File: config.mk
export PLATFORM = sky130hd
export DESIGN_NAME = program_counter
export DESIGN_NICKNAME = d
export VERILOG_FILES = /design/src/logic/riscv_pkg.sv /design/src/logic/program_counter.sv
export SDC_FILE = /design/constraint.sdc
export NUM_CORES = 1
export LEC_CHECK = 0
export ABC_AREA = 1
export BUFFER_PORTS_ARGS = -buffer_cell sky130_fd_sc_hd__buf_4
export CORE_MARGIN = 1.5
export CORE_UTILIZATION = 46
export DETAILED_ROUTE_END_ITERATION = 8
export PLACE_DENSITY = 0.79
export SETUP_SLACK_MARGIN = 0.1
export SLEW_MARGIN = 20
export SYNTH_ARGS = -nofsm -noshare
export SYNTH_HDL_FRONTEND = slang
export SYNTH_SLANG_ARGS = --single-unit
File: constraint.sdc
create_clock -name clk -period 1.4 [get_ports clk]
set_input_delay 0.28 -clock clk [delete_from_list [all_inputs] [get_ports clk]]
set_output_delay 0.28 -clock clk [all_outputs]
set_load 0.01 [all_outputs]
File: src/logic/riscv_pkg.sv
`default_nettype none

package riscv_pkg;

  parameter int XLEN         = 32;
  parameter int REG_AWIDTH   = 5;
  parameter int OPCODE_WIDTH = 7;
  parameter int FUNCT3_WIDTH = 3;
  parameter int FUNCT7_WIDTH = 7;
  parameter int SHAMT_WIDTH  = 5;  // Shift amount, low bits of operand b

  // RV32I major opcodes handled by the core
  typedef enum logic [OPCODE_WIDTH-1:0] {
    OP     = 7'b0110011,
    OP_IMM = 7'b0010011,
    LUI    = 7'b0110111,
    LOAD   = 7'b0000011,
    STORE  = 7'b0100011,
    BRANCH = 7'b1100011,
    JAL    = 7'b1101111
  } opcode_e;

  typedef enum logic [3:0] {
    ADD    = 4'd0,
    SUB    = 4'd1,
    AND    = 4'd2,
    OR     = 4'd3,
    XOR    = 4'd4,
    SLT    = 4'd5,
    SLTU   = 4'd6,
    SLL    = 4'd7,
    SRL    = 4'd8,
    SRA    = 4'd9,
    PASS_B = 4'd10  // LUI, immediate straight through
  } alu_op_e;

  // Writeback source
  typedef enum logic [1:0] {
    ALU      = 2'd0,
    MEM      = 2'd1,
    PC_PLUS4 = 2'd2
  } wb_sel_e;

endpackage

`default_nettype wire

File: src/logic/program_counter.sv
`timescale 1ns/10ps
`default_nettype none

module program_counter import riscv_pkg::*; #(
  parameter logic [XLEN-1:0] RESET_PC = '0
) (
  input  logic            clk,
  input  logic            reset,
  input  logic            redirect,
  input  logic [XLEN-1:0] target,
  output logic [XLEN-1:0] pc
);

  // Taken branch or jump from execute wins over sequential fetch
  always_ff @(posedge clk) begin
    if (reset) begin
      pc <= RESET_PC;
    end else if (redirect) begin
      pc <= target;
    end else begin
      pc <= pc + XLEN'(4);
    end
  end

endmodule

`default_nettype wire

# == Yosys cells after proc, flatten, opt, wreduce, memory -nomap -nowiden ==
# Index checks and enable logic that the tools add are counted.
# word_totals
register_bits,32
output_inout_bits,32
elab_cells,3
# op_classes
addsub,1
mux,1
# ops
operator,n
adder 32 x 3 -> 32 bit (second input constant),1
two-way mux 32 bit,1

# == Logic depth before layout (Yosys ltp) ==
# logic_depth
word_depth,2
ltp_mapped,9
ltp_nobuf,9

# == Worst setup path before layout ==
# No wires, ideal clock.
# synth_path
path_kind,register to register
startpoint,register pc[2]
endpoint,register pc[26]
setup_time_ns,0.117
arrival_ns,1.333
path_slack_ns,-0.050
stages_incl_launch_ff,9
path_buffers,0
cell_sequence,dfxtp_1 -> ha_1 -> inv_1 -> nor2_4 -> nand2_2 -> nor2_2 -> a21oi_1 -> nor2_1 -> nor2_1
# synth_between
elab_chain_cells,2
# synth_rtl
element,line_no,source
from (decl),program_counter.sv:11,output logic [XLEN-1:0] pc
from (signal assigned),program_counter.sv:19,pc <= target;
from (signal assigned),program_counter.sv:21,pc <= pc + XLEN'(4);
adder 32 x 3 -> 32 bit,program_counter.sv:21,
two-way mux 32 bit,program_counter.sv:18,end else if (redirect) begin
# Every way passes these cells.
# A chain may end at the register's enable or synchronous reset.

# == Worst setup path after layout ==
# layout_path
startpoint,register pc[2]
endpoint,register pc[20]
# The elaborated chain is that of the path after synthesis.

==> results.yml <==
setup_path:
  ff2ff_path_depth: 9
  worstPathMaxFanout: 4
  cp_data_required_time_ns: 1.62
  reg2reg_from: "pc[2]$_SDFF_PP0_"
  endpoint_kind: "flip-flop"
  arrival_ns: 1.59
  r2r_setup_slack_ns: 0.03
  critical_path_class: "reg -> reg"
  cp-start-kind: "flip-flop"
  reg2reg_to: "pc[20]$_SDFF_PP0_"
clock_tree:
  worstSkewPairLatency_ns: 0.29
  cts-hold-fix-buffers: 0
  clockBufferDepth: 2
  cts.sinks: 32
  cts_root_buf: "clkbuf_8"
  htreeDepth: 2
  cts_inserted_buffers: 5
  cts_tree: "done"
  clk_pin_slew_worst_paths_ns: 0.07
sta:
  setup_violations: 0
  worstMarginPinSlew_ns: 0.375
  fin_crit_ns: 1.37
  period_share: 0.978
  finalMaxSlewViolations: 0
  rsz0062_at_grt: "true"
  finalClockSkew_ns: 0.0120
  hold_viol_final: 0
  worst_slack_ns: 0.0301
  clock.fmax_mhz: 730
  finalSetupTns_ns: 0
  timing.slew.headroom: 0.750
  holdWs_ns: 0.218
global_route:
  grt_pass1_vias: 2361
  grt-ovfl-total: 0
  grt_use_total: 0.262
  antenna_found_initial: 0
  grt_pass1_wl_mm: 10.4
  grt_start_max_net_pins: 28
cells_and_area:
  largest_reg_flops: 32
  nFillCells: 362
  syn_to_final_growth_pct: 57.2
  utilization: 0.747
  fin_nets: 479
  antenna_cells: 0
  regArea_um2: 698
  drive_gt1_frac: 0.423
  reg_top3: "pc: 32 flops"
  multi_input_area_um2: 1460
  top_register: "pc"
logic_synthesis:
  synth.largest_area_cell: "dfxtp_1"
  synthFlopType: "dfxtp_1"
  syn-num-nets: 387
  netlist_instances: 351
  synth_seq_cells: 32
  synthTopCellsByCount: "91 x nor2_1, 83 x nand2_1, 41 x inv_1"
  synth.most_common_cell: "nor2_1"
  synth_area_leaders: "dfxtp_1 31%, nor2_1 17%, nand2_1 15%"
  syn_avg_cell_area_um2: 5.85
  yosys_warnings: 0
  ys_types: 22
  synth-async-reset-ratio: 0
  yosysSeqAreaShare: 0.312
  synthesis.area_um2: 2050
  synth_edf_count: 0
  yosys.area.top_type_share: 0.312
hold_path:
  worstHoldStart: "target[3]"
  hold_depth: 3
  hold_path.class: "in -> reg"
  hold_end: "pc[3]$_SDFF_PP0_"
detailed_routing:
  drc_errors: 0
  antenna_left: 0
  via_count: 2490
  drt_wl_total_mm: 6.67
  drt_iter0_markers: 126
  firstDrtPassIters: 4
  viasPerCell: 5.02
  post_drt_wl_per_cell_um: 13.4
run_status:
  status: "completed"
place:
  place_hpwl_mm: 4.51
  gp_congestion: 0.908
  pre_cts_slack_ns: -0.0166
  numPortBuffers: 66
power:
  clkPwrFrac: 0.317
  p_seq_frac: 0.451
  combPwrFrac: 0.232
  netSwitchingPower_uw: 707
  switching_share: 0.298
  peakVddDrop_v: 0.000573
  powerDensity_nw_per_um2: 735
  internal_power_uw: 1670
  p_total_uw: 2370
  p_leak_uw: 0.00149
floorplanning:
  die-area_um2: 4870
  io_pins: 67
  die_h_um: 69.8
  die_w_um: 69.8
  num_rows: 24
  design.core.area_um2: 4320
  initial_utilization: 0.475
run:
  drv_cap: 0
## power groups by stage
stage / sequential, µW / clock [µW] / combinational, µW
floorplan: 1090 / 0 / 197
global route: 1080 / 810 / 607
detailed placement: 1070 / 0 / 490
global placement: 1070 / 0 / 478
CTS: 1060 / 754 / 507
finish: 1070 / 752 / 552
## cells in the final DEF (no fill, tap or decap), types with 3 or more instances in the layout
master,n
dfxtp_2,13
dfxtp_1,8
nand2_4,6
nor2_4,17
o21ai_1,5
or2_0,4
nand3_1,23
xnor2_1,5
buf_12,3
buf_4,89
o21ai_0,17
nand2_1,63
nor2_1,74
clkbuf_8,6
dfxtp_4,11
nor2_2,10
xor2_1,4
nand3_2,6
inv_1,39
nand2_2,18
a21oi_1,8
## worst max-delay path, cell delays in order, from the launching register on
cell and delay, ns:
dfxtp_4 0.37, ha_4 0.17, inv_4 0.05, nor2_4 0.15, nand2_4 0.11, nor2_4 0.15
nand2_1 0.07, nand2_1 0.08, nand2_2 0.05, a21oi_2 0.10
## area by class of cell
| type | count | share of cell area |
|---|---|---|
| clock buffers | 8 | 0.0279 |
| inverters | 42 | 0.0496 |
| multi-input cells | 268 | 0.453 |
| flip-flops and latches | 32 | 0.216 |
| well taps | 52 | 0.0202 |
| repair buffers | 94 | 0.233 |
## stage by stage
stage / cells / area [µm²]
3_5_place_dp: 478 / 2750
2_1_floorplan: 351 / 2070
5_1_grt: 496 / 3230
4_1_cts: 491 / 2950
6_report: 496 / 3230
3_3_place_gp: 478 / 2750
## worst max-delay path by stage
stage | start | to | slack (ns) | cells past startpoint
6_report | pc[2]$_SDFF_PP0_ | pc[20]$_SDFF_PP0_ | 0.03 | 9
5_1_grt | pc[5]$_SDFF_PP0_ | pc[28]$_SDFF_PP0_ | -0.04 | 9
4_1_cts | pc[3]$_SDFF_PP0_ | pc[16]$_SDFF_PP0_ | 0.07 | 8
3_5_place_dp | pc[3]$_SDFF_PP0_ | pc[16]$_SDFF_PP0_ | -0.02 | 8
3_3_place_gp | pc[3]$_SDFF_PP0_ | pc[16]$_SDFF_PP0_ | -0.006 | 8
2_1_floorplan | pc[3]$_SDFF_PP0_ | pc[26]$_SDFF_PP0_ | 0.11 | 8
## cells by family (layout without fill, tap and decap cells)
kind of cell | Yosys count | in the layout | synth area share
AOI/OAI and AO/OA | 33 | 33 | 0.0817
xor gates and xnor gates | 9 | 9 | 0.0384
adders and majority gates | 1 | 1 | 0.00609
buffers and inverters | 51 | 144 | 0.0969
DFF | 32 | 32 | 0.312
and+or+nand+nor | 225 | 225 | 0.465
## metal layers
metal / GRT usage / vias to the layer above / wire length (µm)
met2: 0.435 / 80 / 3270
met5: 0 / - / 0
met3: 0.0509 / 17 / 348
met4: 0.0833 / 0 / 106
met1: 0.342 / 1130 / 2940
li1: - / 1263 / -
## timing repair
item                       CTS  global route
buffers inserted             5             5
resized for setup           28            80
setup endpoints to repair   22            25
pin swaps                    7            22
Note: power is estimated with default switching activity, not from simulation.
