<file path="config.mk">
export PLATFORM = sky130hd
export DESIGN_NAME = instr_decoder
export DESIGN_NICKNAME = d
export VERILOG_FILES = /design/src/logic/riscv_pkg.sv /design/src/logic/instr_decoder.sv
export SDC_FILE = /design/constraint.sdc
export NUM_CORES = 1
export LEC_CHECK = 0
export BUFFER_PORTS_ARGS = -buffer_cell sky130_fd_sc_hd__buf_2
export CAP_MARGIN = 0
export CORE_UTILIZATION = 35
export DETAILED_ROUTE_END_ITERATION = 8
export PLACE_DENSITY = 0.89
export SETUP_SLACK_MARGIN = 0.3
export SLEW_MARGIN = 40
export SYNTH_ARGS = -nofsm -noshare
export SYNTH_HDL_FRONTEND = slang
export SYNTH_SLANG_ARGS = --single-unit
export TNS_END_PERCENT = 10
</file>
<file path="constraint.sdc">
create_clock -name vclk -period 2.6
set_clock_uncertainty 0.05 [all_clocks]
set_input_delay 0.65 -clock vclk [all_inputs]
set_output_delay 0.65 -clock vclk [all_outputs]
set_load 0.01 [all_outputs]
</file>
<file path="src/logic/riscv_pkg.sv">
`default_nettype none

package riscv_pkg;

  parameter int XLEN         = 32;
  parameter int REG_AWIDTH   = 5;
  parameter int OPCODE_WIDTH = 7;
  parameter int FUNCT3_WIDTH = 3;
  parameter int FUNCT7_WIDTH = 7;
  parameter int SHAMT_WIDTH  = 5;  // Shift amount, low bits of operand b

  // RV32I major opcodes handled by the core
  typedef enum logic [OPCODE_WIDTH-1:0] {
    OP     = 7'b0110011,
    OP_IMM = 7'b0010011,
    LUI    = 7'b0110111,
    LOAD   = 7'b0000011,
    STORE  = 7'b0100011,
    BRANCH = 7'b1100011,
    JAL    = 7'b1101111
  } opcode_e;

  typedef enum logic [3:0] {
    ADD    = 4'd0,
    SUB    = 4'd1,
    AND    = 4'd2,
    OR     = 4'd3,
    XOR    = 4'd4,
    SLT    = 4'd5,
    SLTU   = 4'd6,
    SLL    = 4'd7,
    SRL    = 4'd8,
    SRA    = 4'd9,
    PASS_B = 4'd10  // LUI, immediate straight through
  } alu_op_e;

  // Writeback source
  typedef enum logic [1:0] {
    ALU      = 2'd0,
    MEM      = 2'd1,
    PC_PLUS4 = 2'd2
  } wb_sel_e;

endpackage

`default_nettype wire

</file>
<file path="src/logic/instr_decoder.sv">
`timescale 1ns/10ps
`default_nettype none

module instr_decoder import riscv_pkg::*; (
  input  logic [XLEN-1:0] instr,
  output alu_op_e         alu_op,
  output logic [XLEN-1:0] imm,
  output logic            use_imm,
  output logic            reg_we,
  output logic            mem_we,
  output wb_sel_e         wb_sel,
  output logic            is_branch,
  output logic            branch_ne,
  output logic            is_jump,
  output logic            illegal
);

  opcode_e                 opcode;
  logic [FUNCT3_WIDTH-1:0] funct3;
  logic [FUNCT7_WIDTH-1:0] funct7;
  logic [XLEN-1:0]         imm_i, imm_s, imm_b, imm_u, imm_j;

  // Shared by OP and OP_IMM, alt selects SUB or SRA
  function automatic alu_op_e funct_to_op(input logic [FUNCT3_WIDTH-1:0] f3, input logic alt);
    case (f3)
      3'b000:  return alt ? SUB : ADD;
      3'b001:  return SLL;
      3'b010:  return SLT;
      3'b011:  return SLTU;
      3'b100:  return XOR;
      3'b101:  return alt ? SRA : SRL;
      3'b110:  return OR;
      default: return AND;
    endcase
  endfunction

  assign opcode = opcode_e'(instr[OPCODE_WIDTH-1:0]);
  assign funct3 = instr[14:12];
  assign funct7 = instr[31:25];

  assign imm_i = {{20{instr[31]}}, instr[31:20]};
  assign imm_s = {{20{instr[31]}}, instr[31:25], instr[11:7]};
  assign imm_b = {{19{instr[31]}}, instr[31], instr[7], instr[30:25], instr[11:8], 1'b0};
  assign imm_u = {instr[31:12], 12'b0};
  assign imm_j = {{11{instr[31]}}, instr[31], instr[19:12], instr[20], instr[30:21], 1'b0};

  always_comb begin
    alu_op    = ADD;
    imm       = imm_i;
    use_imm   = 1'b0;
    reg_we    = 1'b0;
    mem_we    = 1'b0;
    wb_sel    = ALU;
    is_branch = 1'b0;
    branch_ne = 1'b0;
    is_jump   = 1'b0;
    illegal   = 1'b0;
    case (opcode)
      OP: begin
        alu_op = funct_to_op(funct3, funct7[5]);
        reg_we = 1'b1;
      end
      OP_IMM: begin
        // Only the shift-right form looks at bit 30
        alu_op  = funct_to_op(funct3, (funct3 == 3'b101) && funct7[5]);
        use_imm = 1'b1;
        reg_we  = 1'b1;
      end
      LUI: begin
        alu_op  = PASS_B;
        imm     = imm_u;
        use_imm = 1'b1;
        reg_we  = 1'b1;
      end
      LOAD: begin
        use_imm = 1'b1;
        reg_we  = 1'b1;
        wb_sel  = MEM;
        illegal = (funct3 != 3'b010);  // Word loads only
      end
      STORE: begin
        imm     = imm_s;
        use_imm = 1'b1;
        mem_we  = 1'b1;
        illegal = (funct3 != 3'b010);
      end
      BRANCH: begin
        imm       = imm_b;
        is_branch = 1'b1;
        branch_ne = funct3[0];             // BNE
        illegal   = (funct3[2:1] != 2'b00);  // BEQ and BNE only
      end
      JAL: begin
        imm     = imm_j;
        reg_we  = 1'b1;
        wb_sel  = PC_PLUS4;
        is_jump = 1'b1;
      end
      default: illegal = 1'b1;
    endcase
  end

endmodule

`default_nettype wire

</file>
# --- Word level (Yosys, flattened, before mapping) ---
# Index checks and enable logic that the tools add are counted.
word_totals:
  regBits: 0
  inputBits: 32
  output_inout_bits: 45
op_classes:
  eq_ne: 14
  muxes: 16
  reduce_logical: 7
ops:
  columns: ["cell", "n"]
  rows:
  - ["case mux 31 bit (4 select lines)", 1]
  - ["case mux 4 bit (7 select lines)", 2]
  - ["== test 7 x 6 -> 1 bit (second input constant)", 3]
  - ["== test 7 bit (second input constant)", 2]
  - ["case mux 4 bit (3 select lines)", 1]
  - ["2-to-1 mux 1 bit", 10]
  - ["== test 3 bit (second input constant)", 3]
  - ["OR reduction 4 bit", 2]
  - ["== test 7 x 2 -> 1 bit (second input constant)", 1]
  - ["== test 7 x 5 -> 1 bit (second input constant)", 1]
  - ["== test 3 x 2 -> 1 bit (second input constant)", 2]
  - ["OR reduction 5 bit", 1]
  - ["case mux 2 bit (2 select lines)", 1]
  - ["== test 3 x 1 -> 1 bit (second input constant)", 1]
  - ["logical NOT 3 bit", 1]
  - ["inequality test 3 x 2 -> 1 bit (second input constant)", 1]
  - ["case mux 1 bit (3 select lines)", 1]
  - ["nonzero test 2 bit", 1]
  - ["OR reduction 2 bit", 1]
  - ["logical AND 1 bit", 1]

# --- Logic depth before layout (Yosys ltp) ---
depth:
  word_depth: 5
  depth_mapped: 6
  ltp_nobuf: 5

# --- Least setup slack after synthesis ---
# No wires, ideal clock.
synth_timing:
  path_type: "input to output"
  startpoint: "in instr[3]"
  endpoint: "out imm[11]"
  arrival_ns: 1.892
  slack_ns: 0.008
  cell_stages: 6
  n_path_buf: 2
  path_cell_list: "buf_4 -> or3b_4 -> a21oi_4 -> buf_6 -> o22ai_2 -> a221o_1"
synth_via:
  elab_chain_len: 2
synth_rtl:
  columns: ["item", "line", "source"]
  rows:
  - ["from (decl)", "instr_decoder.sv:5", "input logic [XLEN-1:0] instr,"]
  - ["== test 7 bit / == test 7 x 6 -> 1 bit (equally long branches)", "instr_decoder.sv:58", "case (opcode)"]
  - ["case mux 31 bit (4 select lines) (*)", "instr_decoder.sv:58", null]
  - ["to (decl)", "instr_decoder.sv:7", "output logic [XLEN-1:0] imm,"]
# Mark *: on every way between the ends. The rest lies on a longest branch, timed or not.

# --- Final worst setup path ---
layout_timing:
  startpoint: "in instr[6]"
  endpoint: "out imm[11]"
# The elaborated chain is that of the path after synthesis.

==> impl_metrics.tcl <==
set metrics [dict create \
    num_antenna_cells 0 \
    synth_top_cell_by_area "a21o_1" \
    gp_congestion 0.7790 \
    final_cell_count_no_fill 199 \
    yosysSeqAreaShare_pct 0 \
    core_area_sq_mm 0.001764 \
    status "complete, no violations" \
    crit_chain "buf_8 > or3b_4 > a21oi_4 > o22ai_2 > a221o_1 > buf_2" \
    crit_path_max_fanout 4 \
    tightestPinTransition_ns 0.4364 \
    startpoint_type "input pin" \
    io_pins 77 \
    register_area_sq_um 0 \
    wirelength_um 2867 \
    power_density_mw_per_mm2 141.4 \
    die_w_um 45.90 \
    ctsHoldBuffers 0 \
    synth_cells 93 \
    groute.usage.overall_pct 23.27 \
    cp.arrival_ns 1.89 \
    dp.cells 196 \
    vias_per_cell 5.342 \
    ant_nets 0 \
    slowest_stage "or3b_4" \
    drt_iter0_markers 25 \
    die_height_um 45.90 \
    dieArea_sq_mm 0.002106 \
    grt_max_degree 18 \
    rows 15 \
    critPathKind "in -> out" \
    synth_top_area_share_pct 13.36 \
    hpwl_um 2045 \
    cp-end-kind "output pin" \
    num-clock-buffers 0 \
    avgSynthCellArea_sq_um 7.252 \
    ys_warn_count 0 \
    grt_pass1_wl_um 3781 \
    finalSetupViolations 0 \
    synth_common_cells "12 x a21o_1, 11 x nor2_1, 9 x nor2b_1" \
    start_util_pct 38.23 \
    drv_slew 0 \
    synthToLayoutAreaGrowth_pct 90.72 \
    maxCapViolCount 0 \
    min-delay-start "instr[31]" \
    first_pass_iters 4 \
    grt_overflow 0 \
    drc_errors 0 \
    yosysUniqueCellTypes 34 \
    min_path_type "in -> out" \
    layout_min_cycle_time_ns 2.591 \
    synth.net_count 125 \
    avgRoutedWirePerCell_um 14.41 \
    hold_depth 2 \
    slowest_delay_ns 0.43 \
    power_leakage_nw 0.7392 \
    fmax_mhz 386.0 \
    synthTopCellsByArea "a21o_1 13%, a21o_2 10%, nor2b_1 8.3%" \
    first_global_vias 864 \
    period_share_pct 99.64 \
    cp-startpoint "instr[6]" \
    rsz0062_at_grt "true" \
    finalHoldViolCount 0 \
    drive_gt1_share_pct 67.24 \
    io_buffers 77 \
    syn-cell-area_sq_um 674.4 \
    fin_nets 208 \
    crit_required_ns 1.90 \
    irDropWorstVdd_uv 97.92 \
    cp-endpoint "imm[11]" \
    yosysMostFrequentCell "a21o_1" \
    slew_headroom_pct 70.60 \
    antenna_found_initial 0 \
    timing.hold.ws_ns 1.493 \
    dr_total_vias 1063 \
    seq_cells 0 \
]
stage by stage:
stage	cell area (sq um)	utilization, %	setup slack, ns	setup TNS [ns]	power, W
after global placement	1100	62.34	-0.06033	-0.06924	0.0001470
after floorplan	684.4	-	0.04273	0	0.00008384
after detailed placement	1100	62.34	-0.1298	-0.1492	0.0001519
after global routing	1286	72.91	-0.02118	-0.04818	0.0001948
final	1286	72.91	0.009260	0	0.0001819
after CTS	1152	65.32	0.009932	0	0.0001589
what timing repair did:
action / CTS / global route
resized for setup: 12 / 24
endpoints found under the setup margin: 41 / 40
pin swaps: 0 / 4
buffers inserted: 1 / 2
power by group:
part           total, W  internal [W]  switching [W]
Combinational  0.000182     0.0000932      0.0000886
Clock                 0             0              0
Sequential            0             0              0
Total          0.000182     0.0000932      0.0000886
critical path, delay by kind of cell:
family | cells | cell delay (ns)
buffers and inverters | 2 | 0.24
AOI/OAI and AO/OA | 3 | 0.56
and+or+nand+nor | 1 | 0.43
final cells by class:
cell class         count  area, sq um
multi-input cells     82        653.1
fillers              134        478.0
inverters              2        7.507
repair buffers        90        594.3
well taps             25        31.28
metal layers:
layer / vias to the layer above / GRT usage [%] / share of wire (%)
li1: 505 / - / -
met1: 502 / 30.23 / 41
met5: - / 0 / 0
met3: 0 / 0.7937 / 4.6
met4: 0 / 1.176 / 0
met2: 56 / 43.66 / 55
how the worst min path moves through the flow:
stage,slack [ns],to
6_report,1.49,imm[31]
5_1_grt,1.50,imm[31]
4_1_cts,1.49,imm[31]
3_5_place_dp,1.48,imm[31]
3_3_place_gp,1.48,imm[31]
2_1_floorplan,1.30,wb_sel[0]
cells by family after synthesis:
kind of cell	Yosys count	share of synthesized area (%)
compound gates	39	47.13
xor+xnor	3	3.897
buf+inv	11	10.95
simple gates	40	38.03
placed cells by master, fill, tap and decap left out, drive strengths merged:
cell	netlist	final
buf	7	90
a21o	20	20
nor2	12	12
nor2b	9	9
nand2	6	6
a22o	5	5
a211oi	3	3
a21oi	3	3
inv	2	2
and2	2	2
xor2	2	2
and3	2	2
nand3	2	2
o22ai	2	2
nor4b	2	2
nand4	1	1
or3b	1	1
nand3b	1	1
nor4	1	1
o21ai	1	1
a221o	1	1
xnor2	1	1
nand4b	1	1
a31oi	1	1
a2111oi	1	1
o21bai	1	1
o32ai	1	1
Note: power is estimated with default switching activity, not from simulation.
