==> src/logic/riscv_pkg.sv <==
`default_nettype none

package riscv_pkg;

  parameter int XLEN         = 32;
  parameter int REG_AWIDTH   = 5;
  parameter int OPCODE_WIDTH = 7;
  parameter int FUNCT3_WIDTH = 3;
  parameter int FUNCT7_WIDTH = 7;
  parameter int SHAMT_WIDTH  = 5;  // Shift amount, low bits of operand b

  // RV32I major opcodes handled by the core
  typedef enum logic [OPCODE_WIDTH-1:0] {
    OP     = 7'b0110011,
    OP_IMM = 7'b0010011,
    LUI    = 7'b0110111,
    LOAD   = 7'b0000011,
    STORE  = 7'b0100011,
    BRANCH = 7'b1100011,
    JAL    = 7'b1101111
  } opcode_e;

  typedef enum logic [3:0] {
    ADD    = 4'd0,
    SUB    = 4'd1,
    AND    = 4'd2,
    OR     = 4'd3,
    XOR    = 4'd4,
    SLT    = 4'd5,
    SLTU   = 4'd6,
    SLL    = 4'd7,
    SRL    = 4'd8,
    SRA    = 4'd9,
    PASS_B = 4'd10  // LUI, immediate straight through
  } alu_op_e;

  // Writeback source
  typedef enum logic [1:0] {
    ALU      = 2'd0,
    MEM      = 2'd1,
    PC_PLUS4 = 2'd2
  } wb_sel_e;

endpackage

`default_nettype wire

==> src/logic/reg_file.sv <==
`timescale 1ns/10ps
`default_nettype none

module reg_file import riscv_pkg::*; (
  input  logic                  clk,
  input  logic                  reset,
  input  logic [REG_AWIDTH-1:0] rs1_addr,
  input  logic [REG_AWIDTH-1:0] rs2_addr,
  output logic [XLEN-1:0]       rs1_data,
  output logic [XLEN-1:0]       rs2_data,
  input  logic                  we,
  input  logic [REG_AWIDTH-1:0] rd_addr,
  input  logic [XLEN-1:0]       rd_data
);

  logic [XLEN-1:0] regs [1:2**REG_AWIDTH-1];  // No storage for x0

  // Write-through, a read of the index being written sees the new value
  function automatic logic [XLEN-1:0] read_port(input logic [REG_AWIDTH-1:0] addr);
    if (addr == '0) begin
      return '0;
    end else if (we && addr == rd_addr) begin
      return rd_data;
    end
    return regs[addr];
  endfunction

  always_ff @(posedge clk) begin
    if (reset) begin
      for (int i = 1; i < 2**REG_AWIDTH; i++) begin
        regs[i] <= '0;
      end
    end else if (we && rd_addr != '0) begin
      regs[rd_addr] <= rd_data;
    end
  end

  always_comb rs1_data = read_port(rs1_addr);
  always_comb rs2_data = read_port(rs2_addr);

endmodule

`default_nettype wire

==> config.mk <==
export PLATFORM = sky130hd
export DESIGN_NAME = reg_file
export DESIGN_NICKNAME = d
export VERILOG_FILES = /design/src/logic/riscv_pkg.sv /design/src/logic/reg_file.sv
export SDC_FILE = /design/constraint.sdc
export NUM_CORES = 2
export LEC_CHECK = 0
export BUFFER_PORTS_ARGS = -buffer_cell sky130_fd_sc_hd__buf_4
export CORE_MARGIN = 8
export CORE_UTILIZATION = 25
export CTS_CLUSTER_DIAMETER = 150
export DETAILED_ROUTE_END_ITERATION = 12
export PLACE_DENSITY_LB_ADDON = 0.08
export SYNTH_ARGS = -nofsm -noshare
export SYNTH_HDL_FRONTEND = slang
export SYNTH_SLANG_ARGS = --single-unit
==> constraint.sdc <==
create_clock -name clk -period 5.9 [get_ports clk]
set_clock_uncertainty 0.1 [all_clocks]
set_input_delay 0.885 -clock clk [delete_from_list [all_inputs] [get_ports clk]]
set_output_delay 0.885 -clock clk [all_outputs]
set_load 0.02 [all_outputs]
## Word-level counts from Yosys, hierarchy flattened

Memories as Yosys holds them, arrays and structs flattened.
Index checks and enable logic that the tools add are counted.

- Register bits: 0
- RAM bits: 992
- Memories: 1

- Equal/unequal tests: 2
- Multiplexer cells: 18
- Reduce and logical (&&, ||, !) cells: 7

Memories:

| name | depth | bits a word | read ports | clocked after memory_dff | wr ports | line | text |
|---|---|---|---|---|---|---|---|
| regs | 31 | 32 | 2 | 0 | 31 | reg_file.sv:16 | `logic [XLEN-1:0] regs [1:2**REG_AWIDTH-1];` |

Operator list:

| kind | count |
|---|---|
| two-way mux 32 bit | 7 |
| OR reduction 32 bit | 1 |
| == test 5 bit | 2 |
| logical NOT 5 bit | 2 |
| two-way mux 1 bit | 10 |
| two-way mux 5 bit | 1 |
| nonzero test 5 bit | 1 |
| logical AND 1 bit | 3 |

## Longest topological paths before layout

- Word-level depth: 7
- Gate-level depth with buffers: 9
- Depth with buffers taken out: 5

## Worst setup path before layout

No wires, ideal clock.

- Path type: input to output
- Start point: input rs2_addr[1]
- End point: output rs2_data[10]
- Arrival: 2644 ps
- Required time: 4915 ps
- Path slack: 2271 ps
- Cell stages on the path: 7
- Path through: buf_2 buf_2 buf_1 mux4_2 mux4_2 inv_1 o221ai_1

- Longest elaborated chain between the ends: 5
- Elaborated cells between the ends (all ways): 8
- Those cells by class: 1 x eq/ne; 4 x mux; 2 x reduce/logical; 1 x memory

Ends and longest elaborated chain:

| item | line | text |
|---|---|---|
| start, declared | reg_file.sv:8 | `input logic [REG_AWIDTH-1:0] rs2_addr,` |
| parallel branches: the longest is 4 deep, another holds memory read (31 x 32 bit) | - |  |
| two-way mux 32 bit (*) | reg_file.sv:25 | `return regs[addr];` |
| end, declared | reg_file.sv:10 | `output logic [XLEN-1:0] rs2_data,` |

Mark *: on every way between the ends.

## Worst setup path in the final report

- Start point: input rs2_addr[1]
- End point: output rs2_data[2]

Same word-level chain as after synthesis.

==> flow_summary.rst <==
.. list-table::
   :header-rows: 1

   * - Metric
     - Value
   * - Biggest regs
     - regs x1024
   * - Synth cell count leaders
     - sky130_fd_sc_hd__edfxtp_1 (1024), sky130_fd_sc_hd__and2_1 (994), sky130_fd_sc_hd__mux4_2 (460), sky130_fd_sc_hd__clkbuf_1 (288), sky130_fd_sc_hd__mux2i_1 (197)
   * - Highest clock rate
     - 0.1991 GHz
   * - Storage cell area
     - 30750 sq um
   * - WL/cell
     - 35.80 um
   * - Aggregate routed wire length
     - 246800 um
   * - Number of buffers added to fix hold violations after cts
     - 0
   * - Aggregate global-route resource usage
     - 20.39%
   * - Final worst path period share
     - 85.13%
   * - Share of the synthesized area in the top cell type
     - 55.66%
   * - Height of the chip
     - 486.1 um
   * - Type of the worst setup path
     - in2out
   * - Most flop-heavy register
     - regs
   * - Post-Synthesis Cells
     - 3744
   * - Overflow left after global routing
     - 0
   * - Crit end category
     - output pin
   * - Main synth FF type
     - sky130_fd_sc_hd__edfxtp_1
   * - Boundary pin count
     - 114
   * - Number of port buffers
     - 113
   * - Endpoints failing setup
     - 0
   * - Max-slew violations
     - 0
   * - Routed vias
     - 34780
   * - Result of the run
     - finished, final reports clean
   * - Slew of the pin with the lowest slew margin
     - 1234 ps
   * - Initial standard-cell utilization of the core
     - 25.14%
   * - Post-synthesis sequential area ratio
     - 55.66%
   * - Cts bufs inserted
     - 135
   * - First-pass DRT Iterations
     - 5
   * - Area of the die
     - 236300 sq um
   * - VDD IR max
     - 0.1738 mV
   * - Pleak
     - 22.03 nW
   * - DRC
     - 0
   * - Synth Warn #
     - 0
   * - Post-layout utilization of the core
     - 29.36%
   * - Unrepaired setup endpoints after global routing
     - no
   * - Number of global-route vias before repair
     - 35730
   * - Count of placed standard cells including taps
     - 6632
   * - Iter 0 DRT Violations
     - 3649
   * - Data arrival time at the worst-slack endpoint
     - 4040 ps
   * - Deepest clock path buffer count
     - 3
   * - Startpoint class of the critical path
     - primary input
   * - Post-CTS Setup Repair Bufs
     - 0
   * - Clock slew at reported path FFs
     - 50 ps
   * - Time the final worst path needs with I/O delays and setup
     - 5023 ps
   * - Asr flop ratio synth
     - 0%
   * - Most used standard cell by instance count after synthesis
     - sky130_fd_sc_hd__edfxtp_1
   * - Maxcap violations
     - 0
   * - Global placer's final weighted congestion
     - 0.7610
   * - Crit Path Max Fanout
     - 48
   * - Number of placement rows
     - 172
   * - Dominant cells by area after synthesis
     - sky130_fd_sc_hd__edfxtp_1 (56%), sky130_fd_sc_hd__mux4_2 (19%), sky130_fd_sc_hd__and2_1 (11%), sky130_fd_sc_hd__mux2i_1 (3.6%), sky130_fd_sc_hd__clkbuf_1 (2.0%)
   * - Total negative slack
     - 0 ps
   * - Initial antenna violation count
     - 33
   * - Number of enable flip-flop cells after synthesis
     - 1024
   * - Hold Path Sink
     - regs[0][30]$_DFFE_PP_
   * - Placeable core region
     - 219700 sq um
   * - Required time of the worst setup path
     - 4910 ps
   * - Number of nets at the end of the flow
     - 3861
   * - Maximum number of pins on one net before global-route repair
     - 76
   * - Per-instance average area after synthesis
     - 14.76 sq um
   * - Hold-critical path depth
     - 1
   * - Worst Hold Margin
     - 470.5 ps
   * - Level count of the clock H-tree
     - 4
   * - Flip-flop count of the largest register after layout
     - 1024
   * - Count of different cell masters after synthesis
     - 47
   * - Total power after layout
     - 19.22 mW
   * - Hold Path Origin
     - rd_data[30]
   * - Final hold violations
     - 0
   * - Final HPWL from detailed placement
     - 149200 um
   * - Max-slew headroom
     - 17.71%
   * - Root buffer cell
     - sky130_fd_sc_hd__clkbuf_16
   * - Final Instance Count excl. Fillers
     - 6892
   * - TritonCTS clock tree
     - built
   * - Area added between synthesis and finish
     - 16.76%
   * - Global-route wire length before repair
     - 332700 um
   * - Number of storage elements in the synthesis netlist
     - 1024
   * - Sinks on Clock Net
     - 1024
   * - Number of antenna-violating nets in the routed design
     - 0
   * - X dimension of the die
     - 486.1 um
   * - Netlist area before placement
     - 55250 sq um
   * - Share of cells above drive strength 1
     - 27.09%
   * - Area occupied by multi-input gates
     - 23130 sq um
   * - Avg Vias per Cell
     - 5.046
   * - Total power density per cell area
     - 298.0 nW/um^2
   * - Post-synthesis cell type with the largest combined area
     - sky130_fd_sc_hd__edfxtp_1
   * - Number of fill cells
     - 21750
   * - Min-delay worst type
     - in2reg
   * - CTS resizes
     - 0
-- per-stage QoR --
stage	setup slack, ps	instance area [sq um]
2_1_floorplan	2271	55360
3_3_place_gp	913.0	60350
3_5_place_dp	878.0	60350
4_1_cts	873.9	64460
5_1_grt	792.1	64460
6_report	877.5	64510
-- power by group --
group          switching, mW  internal, mW  total [mW]
clock                   3.43          4.50        7.93
combinational           1.67          1.00        2.67
sequential             0.210          8.41        8.62
-- cell type report --
cell class              count  share of cell area, %
clock inverters            78                 0.7409
inverters                  18                 0.1086
clock buffers             164                  5.637
well taps                2958                  5.737
diodes                     18                0.06983
repair buffers            301                  4.174
multi-input cells        2331                  35.86
flip-flops and latches   1024                  47.67
-- how the worst max path moves through the flow --
stage           startpoint      endpoint  slack, ps  cells after the start
6_report       rs2_addr[1]   rs2_data[2]        880                      9
5_1_grt        rs1_addr[0]   rs1_data[4]        790                      9
4_1_cts        rs1_addr[0]   rs1_data[4]        870                      9
3_5_place_dp   rs1_addr[0]   rs1_data[4]        880                      9
3_3_place_gp   rs1_addr[0]   rs1_data[4]        910                      9
2_1_floorplan  rs2_addr[1]  rs2_data[10]       2270                      7
-- critical path: stages --
cell and delay (ps):
sky130_fd_sc_hd__buf_8 470, sky130_fd_sc_hd__and2_2 780, sky130_fd_sc_hd__buf_4 310, sky130_fd_sc_hd__a221o_1 190
sky130_fd_sc_hd__nor2_1 50, sky130_fd_sc_hd__o21ai_0 470, sky130_fd_sc_hd__o221ai_1 380, sky130_fd_sc_hd__buf_4 260
sky130_fd_sc_hd__buf_4 160
-- cell usage in the layout (no fill, tap or decap), types with 4 or more instances in the layout --
cell	Yosys	routed
sky130_fd_sc_hd__edfxtp_1	1024	1024
sky130_fd_sc_hd__and2_1	994	993
sky130_fd_sc_hd__mux4_2	460	460
sky130_fd_sc_hd__buf_4	15	263
sky130_fd_sc_hd__mux2i_1	197	197
sky130_fd_sc_hd__clkbuf_16	0	142
sky130_fd_sc_hd__nand2_1	94	94
sky130_fd_sc_hd__a22oi_1	53	53
sky130_fd_sc_hd__a221oi_1	48	48
sky130_fd_sc_hd__nand3_1	47	47
sky130_fd_sc_hd__o211ai_1	41	41
sky130_fd_sc_hd__clkinv_1	0	41
sky130_fd_sc_hd__mux2_2	40	40
sky130_fd_sc_hd__a21oi_1	39	39
sky130_fd_sc_hd__nor2_1	70	37
sky130_fd_sc_hd__or2_2	33	34
sky130_fd_sc_hd__nor2_4	0	32
sky130_fd_sc_hd__conb_1	1	32
sky130_fd_sc_hd__o21ai_0	32	31
sky130_fd_sc_hd__buf_12	0	31
sky130_fd_sc_hd__o22ai_1	25	25
sky130_fd_sc_hd__a221o_1	22	22
sky130_fd_sc_hd__clkinv_2	0	22
sky130_fd_sc_hd__clkbuf_1	288	22
sky130_fd_sc_hd__nand3b_1	19	19
sky130_fd_sc_hd__diode_2	0	18
sky130_fd_sc_hd__inv_1	17	17
sky130_fd_sc_hd__a31oi_1	16	16
sky130_fd_sc_hd__o221ai_1	14	14
sky130_fd_sc_hd__a211o_1	12	12
sky130_fd_sc_hd__nor3_1	7	7
sky130_fd_sc_hd__xnor2_1	6	6
sky130_fd_sc_hd__inv_6	0	5
sky130_fd_sc_hd__buf_8	0	5
sky130_fd_sc_hd__xor2_1	4	4
sky130_fd_sc_hd__nand2b_1	5	4
-- layer usage --
layer / up-vias / global-route usage [%] / share of wire, %
li1: 14530 / - / -
met1: 18910 / 28.94 / 46
met2: 1080 / 33.19 / 47
met3: 257 / 2.938 / 4.7
met4: 0 / 4.382 / 2.2
met5: - / 0 / 0
-- kinds of logic after synthesis --
kind of cell / share of synthesized area (%)
AOI/OAI and AO/OA: 4.074
xor gates and xnor gates: 0.1585
buffers and inverters: 3.250
DFF: 55.66
muxes: 23.14
other: 0.006788
and+or+nand+nor: 13.72
Note: power is estimated with default switching activity, not from simulation.
