$ cat src/logic/riscv_pkg.sv
`default_nettype none

package riscv_pkg;

  parameter int XLEN         = 32;
  parameter int REG_AWIDTH   = 5;
  parameter int OPCODE_WIDTH = 7;
  parameter int FUNCT3_WIDTH = 3;
  parameter int FUNCT7_WIDTH = 7;
  parameter int SHAMT_WIDTH  = 5;  // Shift amount, low bits of operand b

  // RV32I major opcodes handled by the core
  typedef enum logic [OPCODE_WIDTH-1:0] {
    OP     = 7'b0110011,
    OP_IMM = 7'b0010011,
    LUI    = 7'b0110111,
    LOAD   = 7'b0000011,
    STORE  = 7'b0100011,
    BRANCH = 7'b1100011,
    JAL    = 7'b1101111
  } opcode_e;

  typedef enum logic [3:0] {
    ADD    = 4'd0,
    SUB    = 4'd1,
    AND    = 4'd2,
    OR     = 4'd3,
    XOR    = 4'd4,
    SLT    = 4'd5,
    SLTU   = 4'd6,
    SLL    = 4'd7,
    SRL    = 4'd8,
    SRA    = 4'd9,
    PASS_B = 4'd10  // LUI, immediate straight through
  } alu_op_e;

  // Writeback source
  typedef enum logic [1:0] {
    ALU      = 2'd0,
    MEM      = 2'd1,
    PC_PLUS4 = 2'd2
  } wb_sel_e;

endpackage

`default_nettype wire

$ cat src/logic/alu.sv
`timescale 1ns/10ps
`default_nettype none

module alu import riscv_pkg::*; (
  input  alu_op_e         op,
  input  logic [XLEN-1:0] a,
  input  logic [XLEN-1:0] b,
  output logic [XLEN-1:0] y,
  output logic            equal
);

  logic [SHAMT_WIDTH-1:0] shamt;

  assign shamt = b[SHAMT_WIDTH-1:0];
  assign equal = (a == b);  // BEQ and BNE compare rs1 against rs2

  always_comb begin
    case (op)
      ADD:     y = a + b;
      SUB:     y = a - b;
      AND:     y = a & b;
      OR:      y = a | b;
      XOR:     y = a ^ b;
      SLT:     y = XLEN'($signed(a) < $signed(b));
      SLTU:    y = XLEN'(a < b);
      SLL:     y = a << shamt;
      SRL:     y = a >> shamt;
      SRA:     y = $unsigned($signed(a) >>> shamt);  // Sign fill
      PASS_B:  y = b;
      default: y = '0;
    endcase
  end

endmodule

`default_nettype wire

$ cat config.mk
export PLATFORM = sky130hd
export DESIGN_NAME = alu
export DESIGN_NICKNAME = d
export VERILOG_FILES = /design/src/logic/riscv_pkg.sv /design/src/logic/alu.sv
export SDC_FILE = /design/constraint.sdc
export NUM_CORES = 1
export LEC_CHECK = 0
export ABC_AREA = 1
export CORE_MARGIN = 2
export CORE_UTILIZATION = 45
export DETAILED_ROUTE_END_ITERATION = 6
export DONT_BUFFER_PORTS = 1
export GPL_TIMING_DRIVEN = 0
export PLACE_DENSITY = 0.62
export SYNTH_ARGS = -nofsm -noshare
export SYNTH_HDL_FRONTEND = slang
export SYNTH_SLANG_ARGS = --single-unit
$ cat constraint.sdc
create_clock -name vclk -period 5.7
set_clock_uncertainty 0.05 [all_clocks]
set_input_delay 1.71 -clock vclk [all_inputs]
set_output_delay 1.71 -clock vclk [all_outputs]
set_load 0.01 [all_outputs]
# --- Word level (Yosys, flattened, before mapping) ---
# Cells that the tools add are included.
# W data, S select, Z words.
classes:
  magnitude_cmp: 2
  muxes: 1
  shifts: 3
  reduce_logical: 1
  bitwise_logic: 3
  n_eq_ne: 11
  addsub: 2
op_table:
  columns: ["operator", "n"]
  rows:
  - ["$pmux W32 S11", 1]
  - ["$lt A32 B32 Y1", 2]
  - ["$add A32 B32 Y32", 1]
  - ["$and A32 B32 Y32", 1]
  - ["$eq A32 B32 Y1", 1]
  - ["$or A32 B32 Y32", 1]
  - ["$shl A32 B5 Y32", 1]
  - ["$shr A32 B5 Y32", 1]
  - ["$sshr A32 B5 Y32", 1]
  - ["$sub A32 B32 Y32", 1]
  - ["$xor A32 B32 Y32", 1]
  - ["$eq A4 B3 Y1 const B", 4]
  - ["$eq A4 B4 Y1 const B", 3]
  - ["$eq A4 B2 Y1 const B", 2]
  - ["$eq A4 B1 Y1 const B", 1]
  - ["$logic_not A4 Y1", 1]
word_totals:
  in_bits: 68
  wordCells: 23
  ff_bits: 0

# --- Logic depth before layout (Yosys ltp) ---
# Gate-level depths: netlist (run 1).
logic_depth:
  ltp_word: 2
  depth_mapped: 20

# --- Worst setup path before layout (run 1) ---
# No wires, ideal clock.
synth_path:
  kind: "input to output"
  startpoint: "input b[4]"
  endpoint: "output y[0]"
  stages: 18
  setup_slack_ns: 0.016
  arrival_ns: 3.924
  n_path_buf: 4
  cell_sequence: "clkbuf_1 inv_1 clkbuf_1 buf_1 ha_1 buf_2 nor2_1 nand2_1 inv_1 nand2_1 nand3_1 nand2_1 nand2_1 nand2_1 nand2_1 nor2_1 nor2_1 nand2_1"
synth_via:
  elab_chain_cells: 2
  elab_cells_between_ends: 6
synth_lines:
  columns: ["item", "line", "text"]
  rows:
  - ["start: declaration", "alu.sv:7", "input logic [XLEN-1:0] b,"]
  - ["$lt A32 B32 Y1, or another cell as far along", "alu.sv:25", "SLTU: y = XLEN'(a < b);"]
  - ["$pmux W32 S11 (*)", "alu.sv:18", "case (op)"]
  - ["end: declaration", "alu.sv:8", "output logic [XLEN-1:0] y,"]
# Every way passes the cells marked *; elsewhere a longest branch is shown, timed or not.

# --- Worst setup path in the final report (run 1) ---
layout_path:
  startpoint: "input op[2]"
  endpoint: "output y[21]"
layout_via:
  elab_chain_cells: 2
  elab_cells_between_ends: 12
layout_lines:
  columns: ["item", "line", "text"]
  rows:
  - ["start: declaration", "alu.sv:5", "input alu_op_e op,"]
  - ["$eq A4 B4 Y1, or another cell as far along", "alu.sv:18", null]
  - ["$pmux W32 S11 (*)", "alu.sv:18", null]
# Marks and branches as above.

==> impl_results.md, run 1 <==
- Outcome: finished, violations left
- Failing checks: design-rule violations, negative setup slack
- DRT Pass-1 Iters: 7
- RSZ-0062 raised after global routing: yes
- Gate count after technology mapping: 2147
- Synth Area in Adders: 12.4%
- Largest net degree at the start of global routing: 22
- Avg WL per Cell: 24.0 µm
- Grt total ovfl: 0
- Largest family of logic cells by synthesized area: simple AND/OR/NAND/NOR gates
- Initial DRC Count: 2040
- Total power: 1040 µW
- First-pass GRT wire length: 84600 µm
- Synth Area in Compound Gates: 12.5%
- Vias/cell: 6.24
- Die width: 155 µm
- Hold crit path type: input pin to output port
- Die H: 155 µm
- Area share of the largest cell type after synthesis: 28.0%
- Dpl cell area: 10600 µm²
- Post-Synth Simple-Gate Area: 59.4%
- Crit path DAT: 4.00 ns
- Ys Warns: 0
- Cell taking the most area after synthesis: nand2_1
- Power Density: 95.3 nW/µm²
- Number of global-route vias before repair: 13890
- Final setup fails: 10
- Routed via count: 15186
- Fmax: 173 MHz
- Die area: 23900 µm²
- Worst hold start: b[31]
- Initial antenna violation count: 0
- Slew HR: 40.0%
- Worst Path Required: 3.94 ns
- VDD IR max: 0.0563 mV
- Routed wire length: 58500 µm
- Final instance area: 11000 µm²
- Initial Utilization: 45.5%
- Worst Path Max Fanout: 10
- Post-DRT Antenna Nets: 0
- Port bufs: 0
- Max cap viols: 0
- Leakage power: 0.00622 µW
- Final Max Slew Viols: 0
- Core area: 22400 µm²
- Final cell count without fillers: 2435
- Worst Hold Depth: 4
- Nets: 2319
- Reg area: 0 µm²
- Final Hold Fails: 0
- # rows: 55
- DP Wirelength: 48500 µm
- Synthesized area: 10200 µm²
- Register area share after synthesis: 0%
- Most common cell in the netlist: nand2_1
- Synth area leaders: nand2_1 28%, nand3_1 20%, ha_1 12%, inv_1 11%, nor2_1 6.4%
- Worst Max-Slew Pin Slew: 0.900 ns
- DRC violations left: 3
- Synth cell types: 40
- Worst setup margin: -0.0637 ns
- Post-synth net total: 2315
- Area grow syn2layout: 7.32%
- # clk buffers: 0
- Period Utilization, post-route: 101%
- Layout cell share with drive strength beyond 1: 6.38%
- Critical setup path kind: input pin to output port
- I/O Pins: 101
- Placed cell count: 2432
- Proportion of synthesized area in mux cells: 0%
- Post-route minimum period: 5.76 ns
- Setup_tns: -0.476 ns
- Crit path capture type: output port
- Critical-path cell list: nor2_1 -> nand2_1 -> inv_2 -> buf_1 -> nand3_1 -> nand3_2
- CP max stage cell: buf_1
- Syn Area/Cell: 4.75 µm²
- Top cells by count, synth: 761 x nand2_1, 403 x nand3_1, 295 x inv_1
- Post-Synth XOR/XNOR Area: 0.257%
- Hold Path Sink: y[31]
- FFs & Latches: 0
- Worst stage delay on the critical path: 0.66 ns
- CP Launch Type: input pin
- Routability Congestion: 1.10
- Aggregate global-route resource usage: 47.1%
## worst max-delay path by stage
stage	endpoint	slack [ns]	from	depth (start not counted)
finish	y[21]	-0.06	op[2]	6
global route	y[16]	-0.03	b[3]	10
CTS	y[0]	-0.02	b[3]	18
detailed placement	y[0]	-1.24	b[4]	18
global placement	y[12]	-1.27	b[4]	15
floorplan	y[0]	0.02	b[4]	18
## layout by cell type, fill, tap and decap left out, types with 10 or more instances in the layout
master | Yosys | routed
buf_1 | 13 | 10
o21bai_1 | 12 | 12
nand4_1 | 27 | 27
o21ai_0 | 64 | 62
o211ai_1 | 29 | 29
ha_1 | 98 | 98
nand3_1 | 403 | 384
and2_1 | 10 | 10
nand2_2 | 1 | 19
buf_4 | 7 | 16
inv_1 | 295 | 291
a21oi_1 | 83 | 81
buf_2 | 49 | 37
nor3_1 | 28 | 27
nor2_1 | 175 | 165
o22ai_1 | 16 | 16
nand3_2 | 0 | 17
nand2_1 | 761 | 742
clkbuf_1 | 24 | 19
## cell families (layout without fill, tap and decap cells)
logic type | after synthesis | after routing
AO/OA/AOI/OAI | 223 | 223
buffers and inverters | 395 | 397
adder cells (fa/ha/maj) | 100 | 100
XOR/XNOR | 3 | 3
AND/OR/NAND/NOR | 1426 | 1426
other | 0 | 1
## report_power, final
group | switching (µW) | internal [µW]
clock network | 0 | 0.0000237
registers | 0 | 0
logic | 753 | 292
## worst max-delay path: cells and delay by family
| kind | cells | cell delay, ns |
|---|---|---|
| buffers and inverters | 2 | 1.08 |
| AND/OR/NAND/NOR | 4 | 1.19 |
## per-stage QoR
stage	hold WS, ns	utilization, %	worst slack, ns
final	3.64	48.8	-0.0637
after global routing	3.68	48.8	-0.0306
after CTS	3.64	48.1	-0.0249
after detailed placement	3.68	47.1	-1.24
after global placement	3.67	47.1	-1.27
after floorplan	3.61	-	0.0162
## final cells by class
class                           instances  area [µm²]
Inverter                              301        1140
Multi-Input combinational cell       1752        8860
Antenna cell                            1        2.50
Timing Repair Buffer                    8        60.1
Tap cell                              285         357
Buffer                                 88         528
Fill cell                            2611       11500
## routing by layer
metal | vias up | track usage, % | share of wire, %
li1 | 6928 | - | -
met1 | 6824 | 56.0 | 36
met2 | 1118 | 77.2 | 44
met3 | 316 | 8.69 | 11
met4 | 0 | 31.9 | 8.8
met5 | - | 0 | 0
## repair_timing
action	CTS	global route
gates resized for setup	66	49
setup endpoints to repair	32	29
setup buffers	3	5
pin swaps	10	15
hold buffers	0	0
(Power assumes the default switching activity.)
==> inputs of run 2 (changes only) <==
ABC_AREA = default   (was 1)
PLACE_DENSITY = 0.6   (was 0.62)
clock period = 6.2 ns   (was 5.7 ns; I/O delays follow)
==> run 2 against run 1 <==
Effect of this change:
- the run still ends with design-rule violations, negative setup slack left
- highest routed layer unchanged
- first-iteration DRC count shrank 20%
- non-clock buffer count grew 86
- worst hold slack gained 0.21 ns
- power grew 1.7%
- cell area grew 0.54%
- global-route usage shrank 1.1 points
==> impl_results.md, run 2 <==
- Switching fraction of total power: 61.5%
- Net switching power: 653 µW
- Synth area leaders: ha_1 14%, mux4_2 9.3%, nor2_1 6.3%, a21oi_1 5.8%, o21ai_0 5.1%
- # diodes: 0
- Vias/cell: 7.37
- Layout cell share with drive strength beyond 1: 23.6%
- Critical-path cell list: buf_16 -> buf_12 -> clkinvlp_4 -> buf_8 -> fa_2 -> nor2b_4 -> o31a_1 -> o211ai_1 -> nand4b_1 -> a31oi_4 -> o31a_1 -> a311o_1 -> o221a_2 -> o21bai_4
- Crit path DAT: 4.66 ns
- Flop pwr share: 0%
- Synthesized area: 9000 µm²
- # rows: 51
- Final cell count without fillers: 1658
- CP Launch Type: input pin
- Post-route minimum period: 6.57 ns
- # clk buffers: 0
- Max cap viols: 0
- Dpl cell area: 9650 µm²
- Die area: 21100 µm²
- Crit path top cell by count: o31a_1
- Worst Path Required: 4.29 ns
- Largest net degree at the start of global routing: 12
- Post-DRT Antenna Nets: 0
- Ys Warns: 0
- CP max stage cell: a311o_1
- Leakage power: 0.00459 µW
- Syn Area/Cell: 6.82 µm²
- Clock Power Share: 0%
- Total power: 1060 µW
- Initial DRC Count: 1624
- Power Density: 96.4 nW/µm²
- Final Hold Fails: 0
- Worst Path Max Fanout: 4
- FFs & Latches: 0
- Die width: 145 µm
- Synth cell types: 88
- Commonest cells after routing, fill and taps aside: 149 x nor2_1, 118 x nand2_1, 91 x a21oi_1
- Number of global-route vias before repair: 11479
- RSZ-0062 raised after global routing: yes
- VDD IR max: 0.0499 mV
- Grt total ovfl: 0
- DRC violations left: 9
- First-pass GRT wire length: 74300 µm
- Reg area: 0 µm²
- Failing checks: design-rule violations, negative setup slack
- Final setup fails: 24
- Fin util: 56.4%
- Worst stage delay on the critical path: 0.40 ns
- Core area: 19500 µm²
- Top cells by count, synth: 152 x nor2_1, 120 x nand2_1, 105 x a21oi_1
- Int Power: 409 µW
- Final instance area: 11000 µm²
- Placed cell count: 1587
- WHS: 3.85 ns
- Worst Max-Slew Pin Slew: 1.31 ns
- Worst setup margin: -0.365 ns
- Initial antenna violation count: 0
- Hold crit path type: input pin to output port
- Outcome: finished, violations left
- Most common cell in the netlist: nor2_1
- Avg WL per Cell: 31.1 µm
- Gate count after technology mapping: 1320
- DP Wirelength: 39400 µm
- Routed via count: 12213
- Most common cell after layout, fill and taps aside: nor2_1
- Routed wire length: 51500 µm
- Period Utilization, post-route: 106%
- Area share of the largest cell type after synthesis: 13.6%
- Critical setup path kind: input pin to output port
- Final Max Slew Viols: 0
- Port bufs: 0
- Nets: 1563
- Combinational power share: 100.0%
- Crit path capture type: output port
- Aggregate global-route resource usage: 46.0%
- Cell taking the most area after synthesis: ha_1
- Register area share after synthesis: 0%
- Routability Congestion: 1.08
- DRT Pass-1 Iters: 7
- Initial Utilization: 46.1%
- I/O Pins: 101
- Post-synth net total: 1488
- Fmax: 152 MHz
- Slew HR: 11.8%
- Area grow syn2layout: 22.4%
- Die H: 145 µm
run 2: through the flow:
step | worst slack (ns) | setup TNS (ns)
floorplan | -0.211 | -0.969
global placement | -1.04 | -21.37
detailed placement | -1.06 | -19.78
CTS | -0.373 | -4.91
global route | -0.433 | -5.21
finish | -0.365 | -3.93
run 2: area by class of cell:
class	count	area [µm²]
fillers	1959	8510
repair buffers	80	648
multi-input cells	1114	8910
inverters	97	398
well taps	265	332
plain buffers	102	727
run 2: routing by layer:
layer / global-route usage, % / up-vias / part of all wire (%) / wire length, µm
met2: 72.2 / 1019 / 43 / 22200
met3: 8.43 / 258 / 12 / 6040
li1: - / 5146 / - / -
met1: 58.3 / 5790 / 37 / 18900
met5: 0 / - / 0 / 0
met4: 29.1 / 0 / 8.6 / 4430
run 2: critical path: cells and delay by family:
kind,cells,cell delay [ns]
fa+ha+maj,1,0.38
buf+inv,4,0.46
simple gates,2,0.31
compound gates,7,1.62
run 2: power by group through the flow:
stage	combinational [µW]	clock, µW	sequential, µW
2_1_floorplan	620	0	0
3_3_place_gp	867	0	0
3_5_place_dp	863	0	0
4_1_cts	969	0	0
5_1_grt	1110	0	0
6_report	1060	0	0
run 2: path summary, 6_finish.rpt:
kind / start / to / slack (ns) / depth (start not counted)
worst min-delay path: b[14] / y[14] / 3.85 / 2
worst max-delay path: b[1] / y[30] / -0.37 / 14
run 2: repair_timing:
| action | CTS | global route |
|---|---|---|
| endpoints found under the setup margin | 33 | 32 |
| resized for setup | 137 | 89 |
| pin swaps | 47 | 44 |
| hold buffers | 0 | 0 |
| cloned | 0 | 0 |
| setup buffers | 57 | 24 |
run 2: cells by family (layout without fill, tap and decap cells):
family,Yosys count,in the layout,synth area share (%)
xor gates and xnor gates,5,5,0.487
adders and majority gates,100,100,14.1
muxes,97,97,16.2
AOI/OAI and AO/OA,497,497,38.5
and+or+nand+nor,415,415,21.2
buffers and inverters,206,279,9.65
==> inputs of run 3 (changes only) <==
ABC_AREA = 1   (was default)
==> run 3 against run 2 <==
Effect of this change:
- the run ends with design-rule violations left
- maximum frequency rose by 6.3%
- non-clock buffer count fell by 86
- worst setup slack improved by 0.39 ns
- flip-flop and latch count did not move
- routed wire length rose by 14%
- power fell by 11%
- critical path depth fell by 5
- sequential share of layout area did not move
- global-route usage rose by 1.5 points
- clock-buffer cell count did not move
- first-iteration DRC count rose by 18%
- critical endpoint is now y[12]
- largest cell class unchanged
==> impl_results.md, run 3 (synthesis gave the netlist of run 1 again) <==
- Footprint of the multi-input gates: 8740 µm²
- Layout cell share with drive strength beyond 1: 4.89%
- Die width: 155 µm
- Die area: 23900 µm²
- Routed via count: 15120
- Worst hold start: b[31]
- Net switching power: 689 µW
- Int Power: 260 µW
- Most common cell after layout, fill and taps aside: nand2_1
- Outcome: finished, violations left
- Worst Max-Slew Pin Slew: 1.00 ns
- Hold crit path type: input pin to output port
- Fmax: 162 MHz
- Largest net degree at the start of global routing: 16
- FFs & Latches: 0
- Setup_tns: 0 ns
- Flop pwr share: 0%
- Post-DRT Antenna Nets: 0
- Aggregate global-route resource usage: 47.5%
- # clk buffers: 0
- Failing checks: design-rule violations
- Routability Congestion: 1.06
- Avg WL per Cell: 24.1 µm
- Core area: 22400 µm²
- VDD IR max: 0.0583 mV
- Port bufs: 0
- I/O Pins: 101
- # rows: 55
- WHS: 4.02 ns
- Post-route minimum period: 6.18 ns
- Final Hold Fails: 0
- Number of global-route vias before repair: 14060
- Crit path capture type: output port
- Power Density: 87.7 nW/µm²
- DP Wirelength: 48800 µm
- Grt total ovfl: 0
- Critical setup path kind: input pin to output port
- Fillcell total: 2675
- Final setup fails: 0
- Leakage power: 0.00615 µW
- Hold Path Sink: y[31]
- DRT Pass-1 Iters: 7
- Initial DRC Count: 1922
- Routed wire length: 58800 µm
- CP Launch Type: input pin
- Clock Power Share: 0%
- Vias/cell: 6.21
- Dpl cell area: 10600 µm²
- Initial antenna violation count: 1
- Slew HR: 32.4%
- DRC violations left: 22
- Worst Path Required: 4.29 ns
- Max cap viols: 0
- Crit path DAT: 4.27 ns
- Hold_buf cts: 0
- Combinational power share: 100.0%
- Switching fraction of total power: 72.6%
- Worst Hold Depth: 4
- Period Utilization, post-route: 99.6%
- Final instance area: 10800 µm²
- Initial Utilization: 45.5%
- Nets: 2319
- Reg area: 0 µm²
- Commonest cells after routing, fill and taps aside: 755 x nand2_1, 392 x nand3_1, 293 x inv_1
- Die H: 155 µm
- Worst Path Max Fanout: 10
- Area grow syn2layout: 5.93%
- Final Max Slew Viols: 0
- First-pass GRT wire length: 85500 µm
## run 3: what timing repair did
item,in CTS,in global routing
pin swaps,2,6
gates resized for setup,40,28
endpoints found under the setup margin,31,25
buffers inserted,0,5
## run 3: critical path, cell delays in order
cell and delay [ns]:
buf_8 0.14, inv_6 0.10, clkbuf_1 0.58, nand3_1 0.22, nand2_1 0.14, a21oi_1 0.08, o21ai_0 0.79, nand2_1 0.15
nand2_1 0.19
## run 3: power by group through the flow
| stage | clock network (µW) | logic [µW] | registers, µW |
|---|---|---|---|
| floorplan | 0 | 605 | 0 |
| global placement | 0 | 877 | 0 |
| detailed placement | 0 | 880 | 0 |
| CTS | 0 | 895 | 0 |
| global route | 0 | 1020 | 0 |
| finish | 0.0000443 | 948 | 0 |
## run 3: worst max-delay path by stage
stage / from / to / slack [ns]
after floorplan: b[4] / y[0] / 0.22
after global placement: b[4] / y[17] / -1.16
after detailed placement: b[4] / y[23] / -1.14
after CTS: b[4] / y[29] / -0.02
after global routing: b[3] / y[17] / -0.008
final: b[2] / y[12] / 0.02
## run 3: area by class of cell
type                       instances  area share, %
multi-input combinational       1752           80.9
inverter                         301           10.5
buffer                            91           4.79
tap                              285           3.30
timing repair buffer               5          0.463
antenna                            2         0.0463
## run 3: per-layer routing
metal  up-vias  global-route usage (%)  part of all wire (%)
met5         -                       0                     0
met4         0                    37.7                   9.7
met3       315                    8.71                    12
met2      1095                    75.6                    43
met1      6783                    56.1                    36
li1       6927                       -                     -
## run 3: stage by stage
step           utilization (%)  total power (µW)  instances  setup slack (ns)
3_5_place_dp              47.1               880       2432             -1.14
4_1_cts                   47.6               895       2430           -0.0246
6_report                  48.2               948       2436            0.0223
5_1_grt                   48.2              1020       2434          -0.00836
2_1_floorplan                -               605       2147             0.216
3_3_place_gp              47.1               877       2432             -1.16
